File: config.mk
export PLATFORM = sky130hd
export DESIGN_NAME = axi_xbar_top
export DESIGN_NICKNAME = d
export VERILOG_FILES = /design/src/verilog/axi_xbar_pkg.sv /design/src/verilog/axi_read_router.sv /design/src/verilog/axi_write_router.sv /design/src/verilog/axi_xbar_top.sv
export VERILOG_INCLUDE_DIRS = /design/src /design/src/verilog
export SDC_FILE = /design/constraint.sdc
export NUM_CORES = 1
export LEC_CHECK = 0
export BUFFER_PORTS_ARGS = -buffer_cell sky130_fd_sc_hd__buf_2
export CAP_MARGIN = 0
export CORE_AREA = 4 4 509 511
export CTS_BUF_LIST = sky130_fd_sc_hd__clkbuf_4
export DETAILED_ROUTE_END_ITERATION = 12
export DIE_AREA = 0 0 513 515
export GPL_ROUTABILITY_DRIVEN = 0
export HOLD_SLACK_MARGIN = 0.12
export PLACE_DENSITY = 0.33
export SLEW_MARGIN = 20
export SYNTH_ARGS = -nofsm -noshare
export SYNTH_HDL_FRONTEND = slang
export SYNTH_SLANG_ARGS = --single-unit
File: constraint.sdc
create_clock -name clk -period 3.23 [get_ports clk]
set_input_delay 0 -clock clk [delete_from_list [all_inputs] [get_ports clk]]
set_output_delay 0 -clock clk [all_outputs]
set_load 0.1 [all_outputs]
File: src/verilog/axi_xbar_defines.svh
`ifndef AXI_XBAR_DEFINES_SVH
`define AXI_XBAR_DEFINES_SVH

// slave ports behind the router
`define AXI_XBAR_SLAVE_NUM 3

// AXI4 field widths
`define AXI_ID_W    4
`define AXI_ADDR_W  64
`define AXI_DATA_W  64
`define AXI_STRB_W  8
`define AXI_LEN_W   8
`define AXI_SIZE_W  3
`define AXI_BURST_W 2
`define AXI_RESP_W  2

`endif

File: src/verilog/axi_xbar_pkg.sv
`include "axi_xbar_defines.svh"

package axi_xbar_pkg;

    typedef logic [`AXI_ID_W-1:0]           axi_id_t;
    typedef logic [`AXI_ADDR_W-1:0]         axi_addr_t;
    typedef logic [`AXI_DATA_W-1:0]         axi_data_t;
    typedef logic [`AXI_STRB_W-1:0]         axi_strb_t;
    typedef logic [`AXI_LEN_W-1:0]          axi_len_t;
    typedef logic [`AXI_SIZE_W-1:0]         axi_size_t;
    typedef logic [`AXI_BURST_W-1:0]        axi_burst_t;
    typedef logic [`AXI_RESP_W-1:0]         axi_resp_t;

    // one bit per slave and the lowest set bit wins
    typedef logic [`AXI_XBAR_SLAVE_NUM-1:0] slave_sel_t;

    localparam int SLAVE_IDX_W = $clog2(`AXI_XBAR_SLAVE_NUM);
    typedef logic [SLAVE_IDX_W-1:0]         slave_idx_t;

    // aw and ar share one payload layout
    typedef struct packed {
        axi_id_t    id;
        axi_addr_t  addr;
        axi_len_t   len;
        axi_size_t  size;
        axi_burst_t burst;
    } axi_ax_t;

    typedef struct packed {
        axi_data_t data;
        axi_strb_t strb;
        logic      last;
    } axi_w_t;

    typedef struct packed {
        axi_id_t   id;
        axi_resp_t resp;
    } axi_b_t;

    typedef struct packed {
        axi_id_t   id;
        axi_data_t data;
        axi_resp_t resp;
        logic      last;
    } axi_r_t;

    // priority decode scans downward so the lowest set bit is written last
    function automatic slave_idx_t first_slave(input slave_sel_t sel);
        slave_idx_t idx;
        idx = '0;
        for (int i = `AXI_XBAR_SLAVE_NUM - 1; i >= 0; i--) begin
            if (sel[i]) begin
                idx = slave_idx_t'(i);
            end
        end
        return idx;
    endfunction

endpackage

File: src/verilog/axi_read_router.sv
`timescale 1ns/10ps
`include "axi_xbar_defines.svh"

module axi_read_router import axi_xbar_pkg::*; (
    input  logic                              clk,
    input  logic                              rst,
    input  slave_sel_t                        rd_sel,

    input  axi_ax_t                           m_ar,
    input  logic                              m_ar_valid,
    output logic                              m_ar_ready,
    output axi_r_t                            m_r,
    output logic                              m_r_valid,
    input  logic                              m_r_ready,

    output axi_ax_t [`AXI_XBAR_SLAVE_NUM-1:0] s_ar,
    output logic    [`AXI_XBAR_SLAVE_NUM-1:0] s_ar_valid,
    input  logic    [`AXI_XBAR_SLAVE_NUM-1:0] s_ar_ready,
    input  axi_r_t  [`AXI_XBAR_SLAVE_NUM-1:0] s_r,
    input  logic    [`AXI_XBAR_SLAVE_NUM-1:0] s_r_valid,
    output logic    [`AXI_XBAR_SLAVE_NUM-1:0] s_r_ready
);

    slave_idx_t rd_idx;
    logic       rd_hit;

    axi_ax_t [`AXI_XBAR_SLAVE_NUM-1:0] s_ar_d;
    logic    [`AXI_XBAR_SLAVE_NUM-1:0] s_ar_valid_d;
    logic    [`AXI_XBAR_SLAVE_NUM-1:0] s_r_ready_d;
    logic                              m_ar_ready_d;
    axi_r_t                            m_r_d;
    logic                              m_r_valid_d;

    assign rd_idx = first_slave(rd_sel);
    assign rd_hit = |rd_sel;

    always_comb begin
        s_ar_d       = '0;
        s_ar_valid_d = '0;
        s_r_ready_d  = '0;
        m_ar_ready_d = 1'b0;
        m_r_d        = '0;
        m_r_valid_d  = 1'b0;
        if (rd_hit) begin
            s_ar_d[rd_idx]       = m_ar;
            s_ar_valid_d[rd_idx] = m_ar_valid;
            // r_ready follows the data channel ready of the master
            s_r_ready_d[rd_idx]  = m_r_ready;
            m_ar_ready_d         = s_ar_ready[rd_idx];
            m_r_d                = s_r[rd_idx];
            m_r_valid_d          = s_r_valid[rd_idx];
        end
    end

    always_ff @(posedge clk) begin
        if (rst) begin
            s_ar       <= '0;
            s_ar_valid <= '0;
            s_r_ready  <= '0;
            m_ar_ready <= 1'b0;
            m_r        <= '0;
            m_r_valid  <= 1'b0;
        end else begin
            s_ar       <= s_ar_d;
            s_ar_valid <= s_ar_valid_d;
            s_r_ready  <= s_r_ready_d;
            m_ar_ready <= m_ar_ready_d;
            m_r        <= m_r_d;
            m_r_valid  <= m_r_valid_d;
        end
    end

endmodule

File: src/verilog/axi_write_router.sv
`timescale 1ns/10ps
`include "axi_xbar_defines.svh"

module axi_write_router import axi_xbar_pkg::*; (
    input  logic                              clk,
    input  logic                              rst,
    input  slave_sel_t                        wr_sel,

    input  axi_ax_t                           m_aw,
    input  logic                              m_aw_valid,
    output logic                              m_aw_ready,
    input  axi_w_t                            m_w,
    input  logic                              m_w_valid,
    output logic                              m_w_ready,
    output axi_b_t                            m_b,
    output logic                              m_b_valid,
    input  logic                              m_b_ready,

    output axi_ax_t [`AXI_XBAR_SLAVE_NUM-1:0] s_aw,
    output logic    [`AXI_XBAR_SLAVE_NUM-1:0] s_aw_valid,
    input  logic    [`AXI_XBAR_SLAVE_NUM-1:0] s_aw_ready,
    output axi_w_t  [`AXI_XBAR_SLAVE_NUM-1:0] s_w,
    output logic    [`AXI_XBAR_SLAVE_NUM-1:0] s_w_valid,
    input  logic    [`AXI_XBAR_SLAVE_NUM-1:0] s_w_ready,
    input  axi_b_t  [`AXI_XBAR_SLAVE_NUM-1:0] s_b,
    input  logic    [`AXI_XBAR_SLAVE_NUM-1:0] s_b_valid,
    output logic    [`AXI_XBAR_SLAVE_NUM-1:0] s_b_ready
);

    slave_idx_t wr_idx;
    logic       wr_hit;

    axi_ax_t [`AXI_XBAR_SLAVE_NUM-1:0] s_aw_d;
    logic    [`AXI_XBAR_SLAVE_NUM-1:0] s_aw_valid_d;
    axi_w_t  [`AXI_XBAR_SLAVE_NUM-1:0] s_w_d;
    logic    [`AXI_XBAR_SLAVE_NUM-1:0] s_w_valid_d;
    logic    [`AXI_XBAR_SLAVE_NUM-1:0] s_b_ready_d;
    logic                              m_aw_ready_d;
    logic                              m_w_ready_d;
    axi_b_t                            m_b_d;
    logic                              m_b_valid_d;

    assign wr_idx = first_slave(wr_sel);
    assign wr_hit = |wr_sel;

    // everything not on the selected slave stays zero
    always_comb begin
        s_aw_d       = '0;
        s_aw_valid_d = '0;
        s_w_d        = '0;
        s_w_valid_d  = '0;
        s_b_ready_d  = '0;
        m_aw_ready_d = 1'b0;
        m_w_ready_d  = 1'b0;
        m_b_d        = '0;
        m_b_valid_d  = 1'b0;
        if (wr_hit) begin
            // forward to slave
            s_aw_d[wr_idx]       = m_aw;
            s_aw_valid_d[wr_idx] = m_aw_valid;
            s_w_d[wr_idx]        = m_w;
            s_w_valid_d[wr_idx]  = m_w_valid;
            s_b_ready_d[wr_idx]  = m_b_ready;
            // return to master
            m_aw_ready_d         = s_aw_ready[wr_idx];
            m_w_ready_d          = s_w_ready[wr_idx];
            m_b_d                = s_b[wr_idx];
            m_b_valid_d          = s_b_valid[wr_idx];
        end
    end

    always_ff @(posedge clk) begin
        if (rst) begin
            s_aw       <= '0;
            s_aw_valid <= '0;
            s_w        <= '0;
            s_w_valid  <= '0;
            s_b_ready  <= '0;
            m_aw_ready <= 1'b0;
            m_w_ready  <= 1'b0;
            m_b        <= '0;
            m_b_valid  <= 1'b0;
        end else begin
            s_aw       <= s_aw_d;
            s_aw_valid <= s_aw_valid_d;
            s_w        <= s_w_d;
            s_w_valid  <= s_w_valid_d;
            s_b_ready  <= s_b_ready_d;
            m_aw_ready <= m_aw_ready_d;
            m_w_ready  <= m_w_ready_d;
            m_b        <= m_b_d;
            m_b_valid  <= m_b_valid_d;
        end
    end

endmodule

File: src/verilog/axi_xbar_top.sv
`timescale 1ns/10ps
`include "axi_xbar_defines.svh"

module axi_xbar_top import axi_xbar_pkg::*; (
    input  logic                              clk,
    input  logic                              rst,
    input  slave_sel_t                        wr_sel,
    input  slave_sel_t                        rd_sel,

    // master side
    input  axi_ax_t                           m_aw,
    input  logic                              m_aw_valid,
    output logic                              m_aw_ready,
    input  axi_w_t                            m_w,
    input  logic                              m_w_valid,
    output logic                              m_w_ready,
    output axi_b_t                            m_b,
    output logic                              m_b_valid,
    input  logic                              m_b_ready,
    input  axi_ax_t                           m_ar,
    input  logic                              m_ar_valid,
    output logic                              m_ar_ready,
    output axi_r_t                            m_r,
    output logic                              m_r_valid,
    input  logic                              m_r_ready,

    // slave side
    output axi_ax_t [`AXI_XBAR_SLAVE_NUM-1:0] s_aw,
    output logic    [`AXI_XBAR_SLAVE_NUM-1:0] s_aw_valid,
    input  logic    [`AXI_XBAR_SLAVE_NUM-1:0] s_aw_ready,
    output axi_w_t  [`AXI_XBAR_SLAVE_NUM-1:0] s_w,
    output logic    [`AXI_XBAR_SLAVE_NUM-1:0] s_w_valid,
    input  logic    [`AXI_XBAR_SLAVE_NUM-1:0] s_w_ready,
    input  axi_b_t  [`AXI_XBAR_SLAVE_NUM-1:0] s_b,
    input  logic    [`AXI_XBAR_SLAVE_NUM-1:0] s_b_valid,
    output logic    [`AXI_XBAR_SLAVE_NUM-1:0] s_b_ready,
    output axi_ax_t [`AXI_XBAR_SLAVE_NUM-1:0] s_ar,
    output logic    [`AXI_XBAR_SLAVE_NUM-1:0] s_ar_valid,
    input  logic    [`AXI_XBAR_SLAVE_NUM-1:0] s_ar_ready,
    input  axi_r_t  [`AXI_XBAR_SLAVE_NUM-1:0] s_r,
    input  logic    [`AXI_XBAR_SLAVE_NUM-1:0] s_r_valid,
    output logic    [`AXI_XBAR_SLAVE_NUM-1:0] s_r_ready
);

    // write and read paths are independent
    axi_write_router u_write (
        .clk        (clk),
        .rst        (rst),
        .wr_sel     (wr_sel),
        .m_aw       (m_aw),
        .m_aw_valid (m_aw_valid),
        .m_aw_ready (m_aw_ready),
        .m_w        (m_w),
        .m_w_valid  (m_w_valid),
        .m_w_ready  (m_w_ready),
        .m_b        (m_b),
        .m_b_valid  (m_b_valid),
        .m_b_ready  (m_b_ready),
        .s_aw       (s_aw),
        .s_aw_valid (s_aw_valid),
        .s_aw_ready (s_aw_ready),
        .s_w        (s_w),
        .s_w_valid  (s_w_valid),
        .s_w_ready  (s_w_ready),
        .s_b        (s_b),
        .s_b_valid  (s_b_valid),
        .s_b_ready  (s_b_ready)
    );

    axi_read_router u_read (
        .clk        (clk),
        .rst        (rst),
        .rd_sel     (rd_sel),
        .m_ar       (m_ar),
        .m_ar_valid (m_ar_valid),
        .m_ar_ready (m_ar_ready),
        .m_r        (m_r),
        .m_r_valid  (m_r_valid),
        .m_r_ready  (m_r_ready),
        .s_ar       (s_ar),
        .s_ar_valid (s_ar_valid),
        .s_ar_ready (s_ar_ready),
        .s_r        (s_r),
        .s_r_valid  (s_r_valid),
        .s_r_ready  (s_r_ready)
    );

endmodule
==> flow_metrics.env, run 1 <==
export IMPL_rows=185
export IMPL_stop_stage="clock tree synthesis (4_1_cts)"
export IMPL_pre_cts_slack_ps=1240
export IMPL_clock_sinks=802
export IMPL_cts_buffer_depth=4
export IMPL_syn_inst=1978
export IMPL_io_buffers=1295
export IMPL_first_error="[ERROR RSZ-0060] Max buffer count reached."
export IMPL_ys_warn_count=0
export IMPL_status="stopped before the end"
export IMPL_synth_edf_count=0
export IMPL_h_tree_depth=4
export IMPL_cts_setup_buffers=0
export IMPL_synth_distinct_cells=19
export IMPL_cts_buffers=242
export IMPL_ys_ff_latch=802
export IMPL_avgSynthCellArea_um2=11.8
export IMPL_start_util_pct=9.17
export IMPL_hpwl_um=121000
export IMPL_fp_dieH_um=515
export IMPL_synth_area_um2=23300
export IMPL_io_pins=1296
export IMPL_cts_hold_buffers_added=1395
export IMPL_ys_seq_area_share_pct=68.9
export IMPL_async_reset_ff_share_pct=0
export IMPL_root_buffer="clkbuf_4"
export IMPL_synth_ff_type="dfxtp_1"
export IMPL_synth_nets=2472
export IMPL_post_cts_resized=0
export IMPL_dieWidth_um=513
[cells by family after synthesis]
family | share of synthesized area [%]
flops | 68.9
mux | 0.387
buf+inv | 2.61
compound gates | 4.65
simple gates | 23.4
[cell usage after synthesis (3+ instances only)]
cell      number  area (um2)
nor2_1        85         319
a211oi_1       9        67.6
buf_6         11         124
buf_1          6        22.5
a311oi_2      60         901
mux2i_1        9        90.1
nand2_1      146         548
buf_2         41         205
nor2b_1        3        18.8
dfxtp_1      802       16100
a311oi_1      13         114
buf_4          4        30.0
clkbuf_1      60         225
and2_1       720        4500
[per-stage QoR]
stage / instance area (um2) / instances
2_1_floorplan: 23300 / 1978
3_3_place_gp: 33900 / 6563
3_5_place_dp: 33900 / 6564
==> inputs of run 2 (changes only) <==
Settings changed: CORE_AREA 4 4 509 511 to 4 4 507 509, CTS_BUF_LIST sky130_fd_sc_hd__clkbuf_4 to default, DIE_AREA 0 0 513 515 to 0 0 511 513, HOLD_SLACK_MARGIN 0.12 to default, PLACE_DENSITY 0.33 to default, PLACE_DENSITY_LB_ADDON from default to 0.15.
==> run 2 against run 1 <==
  * Synthesized cell count is the same
  * The flow now finishes without violations
  * Area after synthesis is the same
==> flow_metrics.env, run 2 <==
export IMPL_status="complete, no violations"
export IMPL_rows=185
export IMPL_drive_gt1_share_pct=39.9
export IMPL_vias=21200
export IMPL_final_common_cell="buf_2"
export IMPL_fillerInstances=28500
export IMPL_timing_fmax_mhz=451
export IMPL_clock_sinks=802
export IMPL_synth_top_area_share_pct=68.9
export IMPL_grt_pass1_wl_um=202000
export IMPL_hpwl_um=121000
export IMPL_cts_setup_buffers=0
export IMPL_peakVddDrop_mv=0.353
export IMPL_cts_buffers=102
export IMPL_grt_max_degree=147
export IMPL_layout_common_cells="buf_2 (1295), dfxtp_1 (802), and2_1 (720)"
export IMPL_tightest_slew_ps=1030
export IMPL_powerDensity_nw_per_um2=624
export IMPL_totalWireLength_um=150000
export IMPL_slew_headroom_pct=31.1
export IMPL_cp_cell_sequence="dlygate4sd3_1 > buf_2 > or2_4 > buf_4 > a311oi_2 > dlygate4sd3_1"
export IMPL_leakage_uw=0.0201
export IMPL_io_buffers=1295
export IMPL_combPwrFrac_pct=17.3
export IMPL_post_synth_top_area_cell="dfxtp_1"
export IMPL_post_route_drc_count=0
export IMPL_critPathMaxStageDelay_ps=660
export IMPL_max_cap_violations=0
export IMPL_post_cts_resized=0
export IMPL_reg_top3="u_read.s_ar: 243 flops, u_write.s_aw: 243 flops, u_write.s_w: 219 flops"
export IMPL_nNetsFinal=4352
export IMPL_firstDrtPassIters=4
export IMPL_setup_viol=0
export IMPL_p_switching_uw=8510
export IMPL_power_uw=26900
export IMPL_path_clk_slew_ps=60
export IMPL_avgSynthCellArea_um2=11.8
export IMPL_grt_use_total_pct=11.1
export IMPL_cts_buffer_depth=3
export IMPL_synth_nets=2472
export IMPL_grt_pass1_vias=22900
export IMPL_crit_start="rst"
export IMPL_synth_top_cells_by_count="dfxtp_1 (802), and2_1 (720), nand2_1 (146)"
export IMPL_synth_area_leaders="dfxtp_1 (69%), and2_1 (19%), a311oi_2 (3.9%), nand2_1 (2.4%), nor2_1 (1.4%)"
export IMPL_sw_frac_of_total_pct=31.7
export IMPL_async_reset_ff_share_pct=0
export IMPL_cp_max_fo=33
export IMPL_arrival_ps=2810
export IMPL_dr_first_iter_drc_count=799
export IMPL_pwr_share_clk_pct=44.2
export IMPL_h_tree_depth=3
export IMPL_seq_area_um2=16100
export IMPL_power_frac_seq_pct=38.4
export IMPL_synth_distinct_cells=19
export IMPL_ys_warn_count=0
export IMPL_final_period_utilization_pct=68.6
export IMPL_avgViaCountPerCell=2.89
export IMPL_die_area_um2=262000
export IMPL_synth_area_um2=23300
export IMPL_p_int_uw=18400
export IMPL_multiInputGateArea_um2=6680
export IMPL_io_pins=1296
export IMPL_antenna_found_initial=62
export IMPL_cp_start_kind="primary input"
export IMPL_stdcell_area_um2=43000
export IMPL_synth_edf_count=0
export IMPL_cp_data_required_time_ps=3830
export IMPL_fp_dieH_um=513
export IMPL_end_kind="register"
export IMPL_finalHoldViolCount=0
export IMPL_cpMaxStageDelayCell="or2_4"
export IMPL_stdcell_count=7324
export IMPL_drv_slew=0
export IMPL_cts_hold_buffers_added=556
export IMPL_post_route_min_period_ps=2220
export IMPL_root_buffer="clkbuf_16"
export IMPL_ant_nets=0
export IMPL_synth_most_common_cell="dfxtp_1"
export IMPL_cp_common_cell="dlygate4sd3_1"
export IMPL_rsz0062_at_grt="false"
export IMPL_worstSetupEndpoint="u_read.m_r[4]"
export IMPL_dieWidth_um=511
export IMPL_fp_coreArea_um2=253000
export IMPL_start_util_pct=9.21
export IMPL_synth_ff_type="dfxtp_1"
export IMPL_setup_tns_ps=0
export IMPL_cts_tree="yes"
export IMPL_grt_ovfl_total=0
export IMPL_routedWlPerCell_um=20.5
export IMPL_syn_inst=1978
export IMPL_ys_ff_latch=802
export IMPL_hold_path_class="primary input to register"
export IMPL_post_dp_cell_area_um2=33900
export IMPL_dp_cells=6564
export IMPL_ys_seq_area_share_pct=68.9
export IMPL_syn2layout_area_growth_pct=84.7
export IMPL_critPathKind="primary input to register"
==> run 2: worst min path at each step <==
stage	start	end	cells past startpoint
floorplan	m_ar[0]	u_read.s_ar[0]	1
global placement	m_ar[63]	u_read.s_ar[225]	2
detailed placement	m_aw[3]	u_write.s_aw[3]	2
CTS	s_ar_ready[0]	u_read.m_ar_ready	4
global route	m_w[63]	u_write.s_w[63]	3
finish	m_w[25]	u_write.s_w[171]	3
==> run 2: per-layer routing <==
layer / GRT usage (%) / part of all wire, % / routed length (um) / vias up
met4: 2.72 / 2.3 / 3490 / 26
met1: 12.4 / 39 / 59100 / 9971
met5: 0 / 0.11 / 164 / -
met2: 19.5 / 49 / 73400 / 1002
li1: - / - / - / 9988
met3: 4.61 / 9.4 / 14100 / 205
==> run 2: stage by stage <==
step           setup slack (ps)  hold WS [ps]  util, %
6_report                   1010           108     17.0
5_1_grt                     992          31.3     17.0
4_1_cts                    1060        0.0200     17.0
3_5_place_dp               1010           225     13.4
3_3_place_gp               1070           227     13.4
2_1_floorplan              2150           122        -
==> run 2: layout make-up <==
class / instances / area share [%]
flip-flops and latches: 802 / 37.3
repair buffers: 1898 / 29.2
multi-input cells: 1054 / 15.5
well taps: 3366 / 9.79
clock buffers: 148 / 6.73
clock inverters: 40 / 1.36
diodes: 16 / 0.0931
==> run 2: power by group through the flow <==
| stage | sequential [uW] | combinational [uW] | clock (uW) |
|---|---|---|---|
| 2_1_floorplan | 12900 | 448 | 0 |
| 3_3_place_gp | 10500 | 4160 | 0 |
| 3_5_place_dp | 10500 | 4150 | 0 |
| 4_1_cts | 10300 | 4750 | 12500 |
| 5_1_grt | 10300 | 4870 | 12800 |
| 6_report | 10300 | 4660 | 11900 |
==> run 2: critical path, delay by kind of cell <==
family,cells,cell delay (ps)
buffers and inverters,4,1980
AOI/OAI and AO/OA,1,50
and+or+nand+nor,1,660
==> run 2: logic make-up after synthesis <==
group / Yosys count / synth area share, %
AOI/OAI and AO/OA: 82 / 4.65
DFF: 802 / 68.9
buffers and inverters: 122 / 2.61
muxes: 9 / 0.387
and+or+nand+nor: 963 / 23.4
Note: power is estimated with default switching activity, not from simulation.
==> inputs of run 3 (changes only) <==
Settings changed: ABC_AREA from default to 1, CORE_AREA 4 4 507 509 to 4 4 506 508, DIE_AREA 0 0 511 513 to 0 0 510 512.
Clock period 3.23 ns to 1.9 ns, I/O delays scaled along.
==> run 3 against run 2 <==
  * The run now ends with negative setup slack left
  * Die area fell by 0.39%
  * First-iteration DRC count increased by 89%
  * Clock-buffer cell count grew 3
  * Power increased by 81%
  * Via count is 24% higher
  * Hold slack got worse by 19 ps
  * Critical path depth up 4
  * Wire length is 18% higher
  * Area after synthesis up 5.8%
  * Final cell count is 13% higher
  * Combinational power increased by 100%
==> flow_metrics.env, run 3 <==
export IMPL_async_reset_ff_share_pct=0
export IMPL_synth_top_area_share_pct=65.2
export IMPL_synth_ff_type="dfxtp_1"
export IMPL_post_route_min_period_ps=1940
export IMPL_cp_cell_sequence="dlygate4sd3_1 > buf_2 > nor2_4 > nand2_4 > buf_12 > nand2_1 > nor2_1 > buf_4 > nor2_1 > dlygate4sd3_1"
export IMPL_final_common_cell="buf_2"
export IMPL_dr_first_iter_drc_count=1508
export IMPL_post_route_drc_count=0
export IMPL_tightest_slew_ps=807
export IMPL_synth_edf_count=0
export IMPL_hp_start="m_w[0]"
export IMPL_holdWs_ps=89.0
export IMPL_min_path_cells=4
export IMPL_grt_max_degree=84
export IMPL_grt_ovfl_total=0
export IMPL_ys_ff_latch=802
export IMPL_powerDensity_nw_per_um2=1070
export IMPL_synth_distinct_cells=15
export IMPL_slew_headroom_pct=46.6
export IMPL_io_buffers=1295
export IMPL_syn_inst=2868
export IMPL_max_cap_violations=0
export IMPL_met2WireLength_um=81000
export IMPL_fp_dieH_um=512
export IMPL_syn2layout_area_growth_pct=84.9
export IMPL_post_synth_top_area_cell="dfxtp_1"
export IMPL_routedWlPerCell_um=21.5
export IMPL_ys_warn_count=0
export IMPL_dp_cells=7394
export IMPL_cpMaxStageDelayCell="dlygate4sd3_1"
export IMPL_leakage_uw=0.0236
export IMPL_arrival_ps=2570
export IMPL_critPathKind="primary input to register"
export IMPL_peakVddDrop_mv=0.774
export IMPL_avgSynthCellArea_um2=8.59
export IMPL_holdPathEnd="u_write.s_w[146]"
export IMPL_violations="negative setup slack"
export IMPL_wl_met1_um=70600
export IMPL_cts_setup_buffers=0
export IMPL_layout_common_cells="buf_2 (1286), dfxtp_1 (802), nor2_1 (725)"
export IMPL_rsz0062_at_grt="false"
export IMPL_synth_most_common_cell="dfxtp_1"
export IMPL_rows=184
export IMPL_synth_top_cells_by_count="dfxtp_1 (802), nor2_1 (729), nand2_1 (408)"
export IMPL_synth_area_um2=24600
export IMPL_cp_start_kind="primary input"
export IMPL_critPathMaxStageDelay_ps=560
export IMPL_final_period_utilization_pct=102
export IMPL_h_tree_depth=3
export IMPL_io_pins=1296
export IMPL_setup_viol=1
export IMPL_finalHoldViolCount=0
export IMPL_top_layer="met5"
export IMPL_die_area_um2=261000
export IMPL_grt_pass1_vias=26600
export IMPL_drv_slew=0
export IMPL_ant_nets=0
export IMPL_cts_buffer_depth=3
export IMPL_fp_coreArea_um2=251000
export IMPL_antenna_found_initial=103
export IMPL_fin_ws_ps=-37.0
export IMPL_totalWireLength_um=178000
export IMPL_firstDrtPassIters=5
export IMPL_root_buffer="clkbuf_16"
export IMPL_grt_use_total_pct=13.0
export IMPL_hpwl_um=142000
export IMPL_timing_fmax_mhz=516
export IMPL_cts_buffers=106
export IMPL_start_util_pct=9.81
export IMPL_grt_pass1_wl_um=234000
export IMPL_cp_max_fo=68
export IMPL_status="complete, but fails checks"
export IMPL_synth_nets=3362
export IMPL_stdcell_count=8246
export IMPL_dieWidth_um=510
export IMPL_avgViaCountPerCell=3.19
export IMPL_end_kind="register"
export IMPL_path_clk_slew_ps=60
export IMPL_drive_gt1_share_pct=32.2
export IMPL_vias=26300
export IMPL_wl_met3_um=16700
export IMPL_hold_path_class="primary input to register"
export IMPL_ys_seq_area_share_pct=65.2
export IMPL_cts_tree="yes"
export IMPL_nNetsFinal=5264
export IMPL_reg_top3="u_read.s_ar: 243 flops, u_write.s_aw: 243 flops, u_write.s_w: 219 flops"
export IMPL_clock_sinks=802
export IMPL_cp_data_required_time_ps=2530
export IMPL_synth_area_leaders="dfxtp_1 (65%), nor2_1 (11%), nand3_1 (6.5%), nand2_1 (6.2%), inv_1 (5.0%)"
## run 3: cell count changes in the layout (fill, tap and decap cells not counted), sizes merged, moves of 60 or more
cell,before,now
and2,720,0
nor2,86,730
inv,0,337
nand3,0,322
nand2,146,408
nand3b,0,82
a311oi,73,0
dlygate4sd3,556,616
## run 3: final cells by class
| class | count | area [um2] |
|---|---|---|
| fill | 28600 | 206000 |
| sequential | 802 | 16100 |
| timing repair buffer | 1984 | 13600 |
| multi-input combinational | 1544 | 6580 |
| tap | 3348 | 4190 |
| clock buffer | 151 | 3110 |
| inverter | 332 | 1260 |
| clock inverter | 46 | 664 |
| antenna | 39 | 97.6 |
## run 3: power by group
part	leakage, uW	total (uW)	switching, uW	internal, uW
combinational	0.0152	9520	7280	2230
clock	0.00184	21400	8770	12600
sequential	0.00655	17600	193	17400
## run 3: cells by family (layout without fill, tap and decap cells)
group | count (synthesis) | after routing | share of synthesized area (%)
and+or+nand+nor | 1542 | 1542 | 26.4
DFF | 802 | 802 | 65.2
buffers and inverters | 522 | 2513 | 8.38
AOI/OAI and AO/OA | 2 | 2 | 0.0559
other | 0 | 39 | 0
## run 3: how the worst max path moves through the flow
| stage | startpoint | endpoint | depth (start not counted) |
|---|---|---|---|
| after floorplan | wr_sel[1] | u_write.s_w[1] | 8 |
| after global placement | wr_sel[0] | u_write.s_w[217] | 7 |
| after detailed placement | wr_sel[0] | u_write.s_aw[178] | 7 |
| after CTS | rd_sel[0] | u_read.m_r[25] | 10 |
| after global routing | rd_sel[1] | u_read.m_r[22] | 10 |
| final | rd_sel[0] | u_read.m_r[22] | 10 |
## run 3: per-stage QoR
stage	TNS [ps]	cell area [um2]	utilization (%)	setup slack, ps	total power [uW]
finish	-37.0	45500	18.1	-37.0	48500
global route	0	45500	18.1	0.185	50500
CTS	0	45400	18.1	9.53	49600
detailed placement	-33250	35500	14.1	-206	26400
global placement	-24770	35500	14.1	-212	26500
floorplan	0	24600	-	726	23800
## run 3: what timing repair did
item	CTS	global route
gates resized for setup	3	4
gates cloned	0	0
setup endpoints to repair	3	220
hold endpoints to repair	802	0
hold buffers	616	0
## run 3: worst max-delay path, delay by kind of cell
family	cells	cell delay [ps]
buffers and inverters	5	1790
AND/OR/NAND/NOR	5	700
## run 3: per-layer routing
metal / GRT usage (%) / vias to the layer above
li1: - / 12500
met1: 15.1 / 12400
met2: 20.8 / 1087
met3: 5.09 / 318
met4: 6.29 / 50
met5: 0 / -
==> inputs of run 4 (changes only) <==
Settings changed: SKIP_CTS_REPAIR_TIMING from default to 1.
==> run 4 against run 3 <==
  * Sequential share of layout area up 0.81 points
  * Clock-buffer cell count unchanged
  * Combinational power down 2%
  * First-iteration DRC count up 1.9%
  * Critical path depth down 1
  * Largest power group unchanged
  * Via count down 1.6%
  * The flow still finishes with violations (negative setup slack)
  * Highest routed layer unchanged
  * Final cell count down 1.3%
  * Worst setup slack better by 35 ps
  * Critical path type unchanged
  * Die area unchanged
==> flow_metrics.env, run 4 (synthesis results as in run 3) <==
export IMPL_cts_buffers=106
export IMPL_io_pins=1296
export IMPL_dr_first_iter_drc_count=1537
export IMPL_finalHoldViolCount=0
export IMPL_fp_dieH_um=512
export IMPL_path_clk_slew_ps=60
export IMPL_hold_path_class="primary input to register"
export IMPL_avgViaCountPerCell=3.18
export IMPL_start_util_pct=9.81
export IMPL_powerDensity_nw_per_um2=1090
export IMPL_slew_headroom_pct=47.2
export IMPL_ant_nets=0
export IMPL_tightest_slew_ps=797
export IMPL_dieWidth_um=510
export IMPL_setup_viol=1
export IMPL_routedWlPerCell_um=21.8
export IMPL_grt_pass1_vias=23600
export IMPL_cts_buffer_depth=3
export IMPL_grt_use_total_pct=12.8
export IMPL_fp_coreArea_um2=251000
export IMPL_grt_pass1_wl_um=226000
export IMPL_grt_max_degree=84
export IMPL_root_buffer="clkbuf_16"
export IMPL_antenna_found_initial=112
export IMPL_clock_sinks=802
export IMPL_h_tree_depth=3
export IMPL_multiInputGateArea_um2=6570
export IMPL_timing_fmax_mhz=526
export IMPL_layout_common_cells="buf_2 (1286), dfxtp_1 (802), nor2_1 (727)"
export IMPL_reg_top3="u_read.s_ar: 243 flops, u_write.s_aw: 243 flops, u_write.s_w: 219 flops"
export IMPL_violations="negative setup slack"
export IMPL_holdPathEnd="u_write.s_w[153]"
export IMPL_status="complete, but fails checks"
export IMPL_totalWireLength_um=177000
export IMPL_max_cap_violations=0
export IMPL_drive_gt1_share_pct=32.8
export IMPL_leakage_uw=0.0232
export IMPL_power_uw=48400
export IMPL_final_common_cell="buf_2"
export IMPL_fillerInstances=28600
export IMPL_syn2layout_area_growth_pct=80.7
export IMPL_cp_start_kind="primary input"
export IMPL_hpwl_um=142000
export IMPL_die_area_um2=261000
export IMPL_rows=184
export IMPL_drv_slew=0
export IMPL_final_period_utilization_pct=100
export IMPL_fin_ws_ps=-2.12
export IMPL_nNetsFinal=5164
export IMPL_hp_start="m_w[7]"
export IMPL_peakVddDrop_mv=0.774
export IMPL_setup_tns_ps=-2.12
export IMPL_min_path_cells=4
export IMPL_cts_tree="yes"
export IMPL_vias=25900
export IMPL_firstDrtPassIters=5
export IMPL_io_buffers=1295
export IMPL_post_route_drc_count=0
export IMPL_cp_data_required_time_ps=2620
export IMPL_seq_area_um2=16100
export IMPL_cp_max_fo=26
export IMPL_critPathKind="primary input to register"
export IMPL_grt_ovfl_total=0
export IMPL_end_kind="register"
export IMPL_arrival_ps=2620
export IMPL_post_route_min_period_ps=1900
[run 4: layout make-up]
| class | instances | area share (%) |
|---|---|---|
| diodes | 34 | 0.191 |
| multi-input cells | 1544 | 14.8 |
| clock inverters | 46 | 1.49 |
| clock buffers | 151 | 6.99 |
| well taps | 3348 | 9.41 |
| inverters | 332 | 2.83 |
| flip-flops and latches | 802 | 36.1 |
| repair buffers | 1884 | 28.3 |
[run 4: worst max-delay path by stage]
| stage | startpoint | to | cells after the start |
|---|---|---|---|
| after global placement | wr_sel[0] | u_write.s_w[217] | 7 |
| after CTS | u_write.s_aw[98] | s_aw[98] | 1 |
| after floorplan | wr_sel[1] | u_write.s_w[1] | 8 |
| after global routing | rd_sel[2] | u_read.s_ar[11] | 9 |
| final | rd_sel[2] | u_read.s_ar[11] | 9 |
| after detailed placement | wr_sel[0] | u_write.s_aw[178] | 7 |
[run 4: worst max-delay path: stages]
cell           delay, ps
dlygate4sd3_1        590
buf_4                170
inv_1                 70
a21oi_4              210
buf_12               220
nand2_1              100
dlygate4sd3_1        570
nor2_1               100
dlygate4sd3_1        550
[run 4: through the flow]
step           cells  utilization, %  worst slack [ps]  cell area [um2]  hold slack [ps]
2_1_floorplan   2868               -               726            24600              126
3_3_place_gp    7394            14.1              -212            35500              226
3_5_place_dp    7394            14.1              -206            35500              229
4_1_cts         7591            15.6             -76.6            39300             -696
5_1_grt         8124            17.7             -30.0            44500            -7.72
6_report        8141            17.7             -2.12            44500             18.1
[run 4: routing by layer]
metal | vias to the layer above | share of wire, % | GRT usage [%] | wire [um]
met1 | 12300 | 40 | 14.6 | 71200
met5 | - | 0.16 | 0 | 291
met2 | 1026 | 48 | 21.5 | 84700
met3 | 277 | 9.2 | 5.43 | 16200
met4 | 46 | 2.8 | 3.59 | 4960
li1 | 12300 | - | - | -
[run 4: report_power, final]
group | internal [uW] | leakage (uW) | switching [uW]
Clock | 12600 | 0.00184 | 8790
Sequential | 17400 | 0.00655 | 192
Combinational | 2100 | 0.0148 | 7250
Total | 32200 | 0.0232 | 16200
